## config.mk

```make
export PLATFORM = sky130hd
export DESIGN_NAME = slot_mapper
export DESIGN_NICKNAME = d
export VERILOG_FILES = /design/src/cpri_pkt_pkg.sv /design/src/cpri_frame_pkg.sv /design/src/slot_mapper.sv
export VERILOG_INCLUDE_DIRS = /design/src
export SDC_FILE = /design/constraint.sdc
export NUM_CORES = 1
export LEC_CHECK = 0
export ABC_AREA = 1
export BUFFER_PORTS_ARGS = -buffer_cell sky130_fd_sc_hd__buf_2
export CAP_MARGIN = 25
export CORE_AREA = 8 8 130 132
export CTS_CLUSTER_SIZE = 20
export DETAILED_ROUTE_END_ITERATION = 10
export DIE_AREA = 0 0 138 140
export GPL_ROUTABILITY_DRIVEN = 0
export PLACE_DENSITY = 0.74
export SYNTH_ARGS = -nofsm -noshare
export SYNTH_HDL_FRONTEND = slang
export SYNTH_SLANG_ARGS = --single-unit
```

## constraint.sdc

```tcl
create_clock -name clk -period 1.35 [get_ports clk]
set_clock_uncertainty 0.05 [all_clocks]
set_input_delay 0.135 -clock clk [delete_from_list [all_inputs] [get_ports clk]]
set_output_delay 0.135 -clock clk [all_outputs]
set_load 0.05 [all_outputs]
```

## src/cpri_pack_cfg.svh

```systemverilog
`ifndef CPRI_PACK_CFG_SVH
`define CPRI_PACK_CFG_SVH

// ------------------------------------------------
// antenna lanes and sample format
// ------------------------------------------------
`define CP_ANT_NUM          4
`define CP_SAMPLE_W         14
`define CP_SHIFT_W          4

// packet and readout group geometry
`define CP_PKT_BEATS        96
`define CP_GROUP_BEATS      8
`define CP_GROUP_NUM        12

// ------------------------------------------------
// cpri buffer side
// ------------------------------------------------
`define CP_WORD_W           64
`define CP_ADDR_W           7
`define CP_DATA_BASE        7
`define CP_DATA_LAST        90
`define CP_HIGH_SLOT_BASE   91

`endif

```

## src/cpri_pkt_pkg.sv

```systemverilog
`include "cpri_pack_cfg.svh"

package cpri_pkt_pkg;

    // one antenna per beat
    typedef struct packed {
        logic [`CP_SHIFT_W-1:0]  shift;
        logic [`CP_SAMPLE_W-1:0] sample;
    } lane_in_t;

    // header word as written to the slot area
    typedef struct packed {
        logic [3:0]               ch_type;
        logic                     cell_idx;
        logic [6:0]               slot_idx;
        logic [3:0]               sym_idx;
        logic [8:0]               prb_idx;
        logic [3:0]               info_hi;
        logic [`CP_WORD_W-30:0]   pad;
    } pkt_head_t;

    // input beat, header fields are those of antenna 0
    typedef struct packed {
        logic                          vld;
        logic                          sop;
        logic                          eop;
        logic [3:0]                    ch_type;
        logic                          cell_idx;
        logic [6:0]                    slot_idx;
        logic [3:0]                    sym_idx;
        logic [8:0]                    prb_idx;
        logic [3:0]                    info_hi;
        lane_in_t [`CP_ANT_NUM-1:0]    lane;
    } beat_t;

    // word0 holds antennas 1:0, word1 holds antennas 3:2
    typedef struct packed {
        logic [`CP_WORD_W-1:0] word1;
        logic [`CP_WORD_W-1:0] word0;
    } shift_words_t;

endpackage

```

## src/cpri_frame_pkg.sv

```systemverilog
`include "cpri_pack_cfg.svh"

package cpri_frame_pkg;

    // packed data word, lane n belongs to antenna n
    typedef struct packed {
        logic [`CP_ANT_NUM-1:0][15:0] lane;
    } lanes16_t;

    // an output word is either sample lanes or a header
    typedef union packed {
        lanes16_t                lanes;
        cpri_pkt_pkg::pkt_head_t head;
    } cpri_word_u;

    typedef struct packed {
        logic                  wen;
        logic [`CP_ADDR_W-1:0] waddr;
        cpri_word_u            wdata;
        logic                  wlast;
    } cpri_wr_t;

    // readout position, one per read cycle
    typedef struct packed {
        logic [2:0]            beat_idx;
        logic [3:0]            group_idx;
        logic [`CP_ADDR_W-1:0] data_addr;
        logic                  last;
    } rd_step_t;

endpackage

```

## src/slot_mapper.sv

```systemverilog
`timescale 1ns/10ps
`include "cpri_pack_cfg.svh"

module slot_mapper (
    input  logic                       clk,
    input  logic                       rst,
    input  cpri_frame_pkg::lanes16_t   i_lanes,
    input  cpri_frame_pkg::rd_step_t   i_step,
    input  logic                       i_rd_vld,
    input  cpri_pkt_pkg::pkt_head_t    i_head,
    input  cpri_pkt_pkg::shift_words_t i_shift,
    output cpri_frame_pkg::cpri_wr_t   o_wr
);

    logic [1:0]                 vld_pipe;
    logic                       wen_q;
    logic                       wlast_q;
    logic [`CP_ADDR_W-1:0]      waddr_q;
    logic [`CP_ADDR_W-1:0]      slot_addr;
    cpri_frame_pkg::cpri_word_u wdata_q;
    cpri_frame_pkg::cpri_word_u slot_word;

    // read enable to packer output is two cycles
    always_ff @(posedge clk)
    begin
        if (rst)
        begin
            vld_pipe <= '0;
            wen_q    <= 1'b0;
            wlast_q  <= 1'b0;
        end
        else
        begin
            vld_pipe <= {vld_pipe[0], i_rd_vld};
            wen_q    <= vld_pipe[1];
            wlast_q  <= vld_pipe[1] && i_step.last;
        end
    end

    // ------------------------------------------------
    // slot words, low slots then the top five
    // ------------------------------------------------
    always_comb
    begin
        if (i_step.group_idx < 4'(`CP_DATA_BASE))
        begin
            slot_addr = `CP_ADDR_W'(i_step.group_idx);
        end
        else
        begin
            slot_addr = `CP_ADDR_W'(`CP_HIGH_SLOT_BASE - `CP_DATA_BASE) +
                        `CP_ADDR_W'(i_step.group_idx);
        end

        slot_word = '0;
        case (i_step.group_idx)
            4'd3:    slot_word.head = i_head;
            4'd5:    slot_word = cpri_frame_pkg::cpri_word_u'(i_shift.word0);
            4'd6:    slot_word = cpri_frame_pkg::cpri_word_u'(i_shift.word1);
            default: slot_word = '0;
        endcase
    end

    always_ff @(posedge clk)
    begin
        if (i_step.beat_idx == 3'd0)
        begin
            waddr_q <= slot_addr;
            wdata_q <= slot_word;
        end
        else
        begin
            waddr_q       <= i_step.data_addr;
            wdata_q.lanes <= i_lanes;
        end
    end

    assign o_wr = '{wen: wen_q, waddr: waddr_q, wdata: wdata_q, wlast: wlast_q};

endmodule

```

==> flow_summary.yaml, run 1 <==
status:
  status: "finished clean"
layout:
  area_growth_pct: 73.6
  stdcell_count: 1223
  finish.utilization_pct: 50.4
  fin_nets: 1306
  layout-drive-gt1-share_pct: 39.0
floorplan:
  rows: 45
  dieWidth_um: 138
  core_um2: 14900
  die_y_um: 140
  start_util_pct: 29.0
  num_io_pins: 347
  dieArea_um2: 19300
detailed_routing:
  vias: 6545
  drt_iter0_drc: 421
  drt_wl_total_um: 21700
  drc: 0
  drtPass1Iterations: 5
  routedWlPerCell_um: 17.7
  avgViaCountPerCell: 5.35
  ant_nets: 0
timing:
  drv_slew: 0
  min_period_ns: 1.16
  tightestPinTransition_ns: 0.439
  final_hold_viol_count: 0
  rsz0062_at_grt: "false"
  setup_viol: 0
  min_period_over_period_pct: 86.1
  relSlewSlack_pct: 70.7
  max_freq_mhz: 861
synthesis:
  synth_cell_types: 16
  async_reset_ff_share_pct: 0
  yosysWarnings: 0
  ys_seq_elements: 75
  yosysMostFrequentCell: "nand2_1"
  avgSynthCellArea_um2: 6.72
  synth_edf_count: 0
  synth_top_cell_by_area: "dfxtp_1"
  yosys-top-cells-count: "nand2_1 (209), nand4_1 (192), dfxtp_1 (75)"
  synthesis.area_um2: 4320
  synth_seq_area_share_pct: 34.8
  syn_nets: 919
  synth_top_area_share_pct: 34.8
  yosys-top-cells-area: "dfxtp_1 (35%), nand4_1 (28%), nand2_1 (18%)"
  synth-main-ff-cell: "dfxtp_1"
  syn_inst: 642
clock_tree:
  cts_max_level: 3
  cts_buffers: 9
  post_cts_resized: 0
  cts.sinks: 75
  clockBufferDepth: 2
  tritoncts: "done"
  clkTransAtPathRegs_ns: 0.06
  cts_root_buf: "clkbuf_16"
  clkLatencyLatePin_ns: 0.33
place:
  portBuffers: 346
  dp_hpwl_um: 15700
  dp_cells: 1132
global_route:
  gr-total-overflow: 0
  grt_usage_pct: 21.0
  grt_max_degree: 62
  first_global_vias: 6614
  antenna_found_initial: 1
  grt_pass1_wl_um: 33900
min_path:
  min-delay-start: "i_shift[122]"
  min_delay_path_depth: 5
  hold_class: "input port to flop"
  whs_endpoint: "wdata_q[58]"
setup_path:
  crit_family: "flip-flops"
  slowest_delay_ns: 0.36
  critPathKind: "flop to primary output"
  cp_slowest_cell: "dfxtp_1"
  worst-path-buf-inv: 1
  crit_path_end_kind: "primary output"
  rr_worst_depth: 2
  cp_cell_sequence: "buf_2"
  reg2reg_from: "vld_pipe[1]"
  cp_max_fo: 1
  r2r_setup_slack_ns: 0.78
  cp.required_ns: 1.16
  r2r_end: "wlast_q"
  critPathLaunchType: "flop"
  cp.arrival_ns: 0.98
pwr:
  ir_drop_mv: 0.585
  power_density_nw_per_um2: 971
  p_leak_nw: 3.86
job:
  maxCapViolCount: 0
-- kinds of logic (layout without fill, tap and decap cells) --
group | Yosys count | in the layout | synth area share, %
AOI/OAI and AO/OA | 3 | 3 | 0.406
adders and majority gates | 3 | 3 | 0.870
buffers and inverters | 87 | 479 | 9.31
DFF | 75 | 75 | 34.8
other | 0 | 1 | 0
and+or+nand+nor | 474 | 474 | 54.6
-- stage by stage --
stage | worst slack [ns] | setup TNS, ns | instance area, µm² | hold WS [ns] | power, W
after detailed placement | -0.00773 | -0.00773 | 6410 | 0.280 | 0.00433
after global routing | 0.151 | 0 | 7490 | 0.103 | 0.00757
after CTS | 0.154 | 0 | 7490 | 0.0773 | 0.00733
final | 0.188 | 0 | 7490 | 0.0981 | 0.00727
after global placement | 0.0191 | 0 | 6410 | 0.278 | 0.00432
after floorplan | 0.119 | 0 | 4320 | 0.156 | 0.00352
-- tightest hold or removal path, delay by kind of cell --
kind                   cells  cell delay [ns]
AND/OR/NAND/NOR            4             0.23
buffers and inverters      1             0.08
-- cell type report --
type | count | area (µm²)
diodes | 1 | 2.50
flip-flops and latches | 75 | 1500
well taps | 188 | 235
clock buffers | 9 | 225
multi-input cells | 480 | 2430
clock inverters | 7 | 116
fillers | 1420 | 7370
repair buffers | 455 | 2950
inverters | 8 | 30.0
-- repair_timing --
| item | in CTS | in global routing |
|---|---|---|
| hold buffers | 74 | 0 |
| buffers inserted | 0 | 0 |
| endpoints found under the hold margin | 75 | 0 |
-- per-layer routing --
metal	up-vias	routed length (µm)	part of all wire (%)	GRT usage [%]
met2	430	10500	49	35.7
li1	3089	-	-	-
met3	63	2330	11	7.81
met4	0	776	3.6	9.73
met1	2963	8050	37	22.9
met5	-	0	0	0
-- placed cells by master, fill, tap and decap left out --
| cell | n |
|---|---|
| nand4_1 | 192 |
| dlygate4sd3_1 | 74 |
| ha_2 | 1 |
| nand3_1 | 68 |
| buf_12 | 17 |
| clkinvlp_4 | 1 |
| inv_2 | 3 |
| o211ai_1 | 1 |
| ha_1 | 1 |
| clkinv_2 | 2 |
| nand2_1 | 209 |
| ha_4 | 1 |
| nor2_1 | 4 |
| o21ai_0 | 1 |
| inv_1 | 5 |
| diode_2 | 1 |
| buf_4 | 20 |
| bufinv_16 | 3 |
| nor3_4 | 1 |
| clkbuf_16 | 9 |
| buf_2 | 344 |
| dfxtp_1 | 75 |
| o21ai_1 | 1 |
| clkinv_4 | 1 |
-- registers in the layout, indices dropped and copies added, names as in the netlist --
signal and flops:
waddr_q 7, wdata_q 64, vld_pipe 2, wen_q 1
wlast_q 1
-- how the worst max path moves through the flow --
stage               slack, ns         from  cells past startpoint           to
floorplan                0.12   i_step[11]                      8  wdata_q[13]
global placement         0.02   i_step[11]                      9  wdata_q[40]
detailed placement     -0.008   i_step[11]                      9  wdata_q[40]
CTS                      0.15  wdata_q[12]                      1     o_wr[13]
global route             0.15  wdata_q[12]                      1     o_wr[13]
finish                   0.19  wdata_q[12]                      1     o_wr[13]
-- report_power, final --
group,switching (W),leakage (nW),total [W],internal (W)
combinational,0.00128,3.07,0.00207,0.000788
clock,0.000984,0.165,0.00279,0.00180
sequential,0.0000432,0.631,0.00241,0.00237
total,0.00231,3.86,0.00727,0.00496
(Power assumes the default switching activity.)
==> run 2: changes to the inputs <==
--- a/config.mk
+++ b/config.mk
@@ -9,12 +9,15 @@
 export ABC_AREA = 1
 export BUFFER_PORTS_ARGS = -buffer_cell sky130_fd_sc_hd__buf_2
 export CAP_MARGIN = 25
-export CORE_AREA = 8 8 130 132
+export CELL_PAD_IN_SITES_DETAIL_PLACEMENT = 0
+export CELL_PAD_IN_SITES_GLOBAL_PLACEMENT = 1
+export CORE_MARGIN = 8
+export CORE_UTILIZATION = 25
 export CTS_CLUSTER_SIZE = 20
 export DETAILED_ROUTE_END_ITERATION = 10
-export DIE_AREA = 0 0 138 140
 export GPL_ROUTABILITY_DRIVEN = 0
-export PLACE_DENSITY = 0.74
+export GPL_TIMING_DRIVEN = 1
+export PLACE_DENSITY = 0.92
 export SYNTH_ARGS = -nofsm -noshare
 export SYNTH_HDL_FRONTEND = slang
 export SYNTH_SLANG_ARGS = --single-unit
==> flow_summary.yaml, run 2 (synthesis gave the netlist of run 1 again) <==
layout:
  final_cell_mix: "buf_2 (344), nand2_1 (209), nand4_1 (192)"
  largest_reg_flops: 64
  layout-drive-gt1-share_pct: 38.8
  layout_commonest_cell: "buf_2"
  fin_nets: 1301
  n_antenna_cell: 0
  top_register: "wdata_q"
  area_growth_pct: 73.6
  reg.largest.list: "wdata_q x64, waddr_q x7, vld_pipe x2"
setup_path:
  slowest_delay_ns: 0.33
  r2r_end: "wlast_q"
  cp.required_ns: 1.16
  cp_slowest_cell: "dfxtp_1"
  crit_end: "o_wr[12]"
  critPathLaunchType: "flop"
  r2r_setup_slack_ns: 0.76
  crit_path_end_kind: "primary output"
  reg2reg_from: "vld_pipe[1]"
  rr_worst_depth: 2
  crit_start: "wdata_q[11]"
  critPathKind: "flop to primary output"
  cp_max_fo: 1
  critical_path_depth: 1
  cp_cell_sequence: "buf_2"
  worst-path-buf-inv: 1
  cp.arrival_ns: 0.94
  crit_family: "flip-flops"
min_path:
  hold_class: "input port to flop"
  min_delay_path_depth: 3
clock_tree:
  cts.sinks: 75
  cts_max_level: 3
  tritoncts: "done"
  clkLatencyLatePin_ns: 0.33
  clkTransAtPathRegs_ns: 0.06
  post_cts_resized: 0
  cts_buffers: 9
  clockBufferDepth: 2
  cts_root_buf: "clkbuf_16"
global_route:
  grt_max_degree: 71
  antenna_found_initial: 2
  grt_usage_pct: 18.5
  grt_pass1_wl_um: 32600
  gr-total-overflow: 0
  first_global_vias: 6307
floorplan:
  dieWidth_um: 147
  num_io_pins: 347
  dieArea_um2: 21700
  die_y_um: 147
  start_util_pct: 25.2
  rows: 48
  core_um2: 17100
pwr:
  power_density_nw_per_um2: 945
  ir_drop_mv: 0.687
  p_leak_nw: 3.84
  total_power_w: 0.00708
place:
  dp_hpwl_um: 15500
  portBuffers: 346
timing:
  setup_viol: 0
  max_freq_mhz: 890
  setup_tns_ns: 0
  tightestPinTransition_ns: 0.330
  drv_slew: 0
  relSlewSlack_pct: 78.0
  rsz0062_at_grt: "false"
  final_hold_viol_count: 0
  min_period_ns: 1.12
  min_period_over_period_pct: 83.3
detailed_routing:
  vias: 6420
  ant_nets: 0
  drt_iter0_drc: 493
  drtPass1Iterations: 5
  drt_wl_total_um: 21700
  drc: 0
  routedWlPerCell_um: 17.3
  avgViaCountPerCell: 5.12
job:
  maxCapViolCount: 0
status:
  status: "finished clean"
## run 2: cell count changes in the layout (fill, tap and decap cells not counted), sizes merged
cell | previous run | this run
clkbuf | 9 | 10
clkinv | 3 | 2
diode | 1 | 0
dlygate4sd3 | 74 | 72
bufinv | 3 | 2
buf | 381 | 378
## run 2: worst min-delay path by stage
stage	startpoint	to	slack, ns
after detailed placement	i_step[7]	waddr_q[6]	0.28
after CTS	i_lanes[62]	wdata_q[62]	0.003
final	i_lanes[41]	wdata_q[41]	0.02
after floorplan	rst	vld_pipe[0]	0.16
after global placement	i_step[6]	waddr_q[5]	0.28
after global routing	i_lanes[41]	wdata_q[41]	0.02
## run 2: cell type report
class	count	area, µm²
Timing Repair Buffer	450	2940
Inverter	8	30.0
Sequential cell	75	1500
Clock buffer	10	239
Clock inverter	5	77.6
Multi-Input combinational cell	480	2430
Tap cell	225	282
Fill cell	1726	9620
## run 2: where the power goes
group          total (W)  switching, W  internal (W)
Combinational    0.00206       0.00128      0.000784
Clock            0.00261      0.000955       0.00165
Sequential       0.00241     0.0000376       0.00237
Total            0.00708       0.00227       0.00481
## run 2: repair_timing
item,4_1_cts,5_1_grt
endpoints found under the hold margin,73,0
hold buffers,72,0
buffers inserted,0,0
## run 2: stage by stage
stage                     hold WS (ns)  area (µm²)  setup WS, ns  util, %  std cells
after detailed placement         0.278        6450       -0.0245     37.7       1166
after global routing            0.0160        7490         0.178     43.8       1253
after CTS                      0.00346        7490         0.200     43.8       1253
after floorplan                  0.156        4320         0.119        -        642
after global placement           0.276        6450        0.0126     37.7       1166
final                           0.0218        7490         0.226     43.8       1253
## run 2: layer usage
layer	wire length, µm	track usage (%)	part of all wire (%)
met3	2340	7.40	11
met2	10600	31.9	49
met5	30	0	0.14
met4	538	6.37	2.5
met1	8180	20.4	38
==> run 3: changes to the inputs <==
==> constraint.sdc (replaced) <==
create_clock -name clk -period 1.15 [get_ports clk]
set_clock_uncertainty 0.05 [all_clocks]
set_input_delay 0.115 -clock clk [delete_from_list [all_inputs] [get_ports clk]]
set_output_delay 0.115 -clock clk [all_outputs]
set_load 0.05 [all_outputs]
==> flow_summary.yaml, run 3 (synthesis gave the netlist of run 1 again) <==
status:
  status: "finished clean"
timing:
  holdWs_ns: 0.0661
  relSlewSlack_pct: 78.6
  min_period_over_period_pct: 97.0
  max_freq_mhz: 897
  drv_slew: 0
  rsz0062_at_grt: "false"
  setup_viol: 0
  final_hold_viol_count: 0
  min_period_ns: 1.12
  tightestPinTransition_ns: 0.320
setup_path:
  cp.arrival_ns: 0.95
  crit_family: "flip-flops"
  critPathLaunchType: "flop"
  cp_cell_sequence: "buf_2"
  worst-path-buf-inv: 1
  critPathKind: "flop to primary output"
  slowest_delay_ns: 0.35
  cp.required_ns: 0.99
  crit_path_end_kind: "primary output"
  r2r_end: "wlast_q"
  r2r_setup_slack_ns: 0.59
  reg2reg_from: "vld_pipe[1]"
  rr_worst_depth: 2
  cp_slowest_cell: "dfxtp_1"
  cp_max_fo: 1
layout:
  reg.largest.list: "wdata_q x64, waddr_q x7, vld_pipe x2"
  largest_reg_flops: 64
  layout_commonest_cell: "buf_2"
  final_cell_mix: "buf_2 (343), nand2_1 (209), nand4_1 (192)"
  layout-drive-gt1-share_pct: 39.8
  top_register: "wdata_q"
  finish.utilization_pct: 44.8
  area_growth_pct: 77.5
  fin_nets: 1323
pwr:
  total_power_w: 0.00842
  pwr-share-comb_pct: 29.4
  p_clk_share_pct: 37.0
  intPower_w: 0.00565
  ir_drop_mv: 0.755
  power_density_nw_per_um2: 1100
  p_sw_w: 0.00277
  seqPwrFrac_pct: 33.6
  p_leak_nw: 3.94
  sw_frac_of_total_pct: 32.9
place:
  dp_hpwl_um: 16100
  portBuffers: 346
clock_tree:
  clkLatencyLatePin_ns: 0.34
  cts.sinks: 75
  cts_max_level: 3
  clockBufferDepth: 2
  cts_root_buf: "clkbuf_16"
  tritoncts: "done"
  cts_setup_buffers: 0
  clkTransAtPathRegs_ns: 0.07
  cts_buffers: 9
detailed_routing:
  avgViaCountPerCell: 5.12
  routedWlPerCell_um: 17.2
  vias: 6538
  drt_iter0_drc: 573
  ant_nets: 0
  drc: 0
  drtPass1Iterations: 6
  drt_wl_total_um: 22000
min_path:
  min_delay_path_depth: 4
  hold_class: "input port to flop"
  min-delay-start: "i_step[11]"
  whs_endpoint: "waddr_q[5]"
floorplan:
  die_y_um: 147
  dieArea_um2: 21700
  core_um2: 17100
  start_util_pct: 25.2
  rows: 48
  num_io_pins: 347
  dieWidth_um: 147
job:
  maxCapViolCount: 0
global_route:
  gr-total-overflow: 0
  grt_usage_pct: 19.2
  grt_pass1_wl_um: 34200
  grt_max_degree: 69
  first_global_vias: 6689
  antenna_found_initial: 1
## run 3: changes by cell type in the layout (fill, tap and decap cells not counted), sizes merged
| cell | delta |
|---|---|
| buf | +18 |
| clkbuf | +1 |
| clkinv | +1 |
| diode | +1 |
| dlygate4sd3 | +3 |
## run 3: power by group through the flow
| stage | Clock, W | Sequential, W | Combinational [W] |
|---|---|---|---|
| final | 0.00312 | 0.00283 | 0.00248 |
| after global routing | 0.00331 | 0.00284 | 0.00263 |
| after CTS | 0.00321 | 0.00283 | 0.00245 |
| after detailed placement | 0 | 0.00289 | 0.00224 |
| after global placement | 0 | 0.00288 | 0.00223 |
| after floorplan | 0 | 0.00352 | 0.000611 |
## run 3: area by class of cell
type / count / area [µm²]
Fill cell: 1739 / 9460
Timing Repair Buffer: 472 / 3100
Multi-Input combinational cell: 480 / 2430
Sequential cell: 75 / 1500
Tap cell: 225 / 282
Clock buffer: 10 / 229
Clock inverter: 6 / 90.1
Inverter: 8 / 30.0
Antenna cell: 1 / 2.50
## run 3: how the worst max path moves through the flow
stage	slack (ns)	endpoint	from	cells past startpoint
4_1_cts	0.0003	o_wr[42]	wdata_q[41]	1
2_1_floorplan	0.02	wdata_q[25]	i_step[11]	8
5_1_grt	0.001	o_wr[42]	wdata_q[41]	1
3_5_place_dp	-0.18	wdata_q[37]	i_step[11]	9
6_report	0.03	o_wr[42]	wdata_q[41]	1
3_3_place_gp	-0.16	wdata_q[37]	i_step[11]	9
## run 3: metal layers
metal | track usage, % | part of all wire [%] | vias up
li1 | - | - | 3117
met1 | 21.0 | 38 | 3009
met2 | 33.3 | 49 | 364
met3 | 6.91 | 9.8 | 48
met4 | 7.55 | 2.9 | 0
met5 | 0 | 0 | -
## run 3: timing repair
item | CTS | global route
hold buffers | 75 | 0
gates resized for setup | 0 | 1
setup endpoints to repair | 0 | 1
endpoints found under the hold margin | 75 | 0
## run 3: through the flow
stage / std cells / setup slack, ns / TNS [ns] / instance area [µm²]
6_report: 1277 / 0.0347 / 0 / 7660
5_1_grt: 1277 / 0.00132 / 0 / 7660
4_1_cts: 1276 / 0.000306 / 0 / 7650
3_5_place_dp: 1185 / -0.180 / -7.18 / 6590
3_3_place_gp: 1185 / -0.160 / -5.21 / 6590
2_1_floorplan: 642 / 0.0241 / 0 / 4330
## run 3: worst reg2reg max path: stages, from the launching register on
cell and delay [ns]:
dfxtp_1 0.33, nand2_1 0.05, nor2_1 0.08
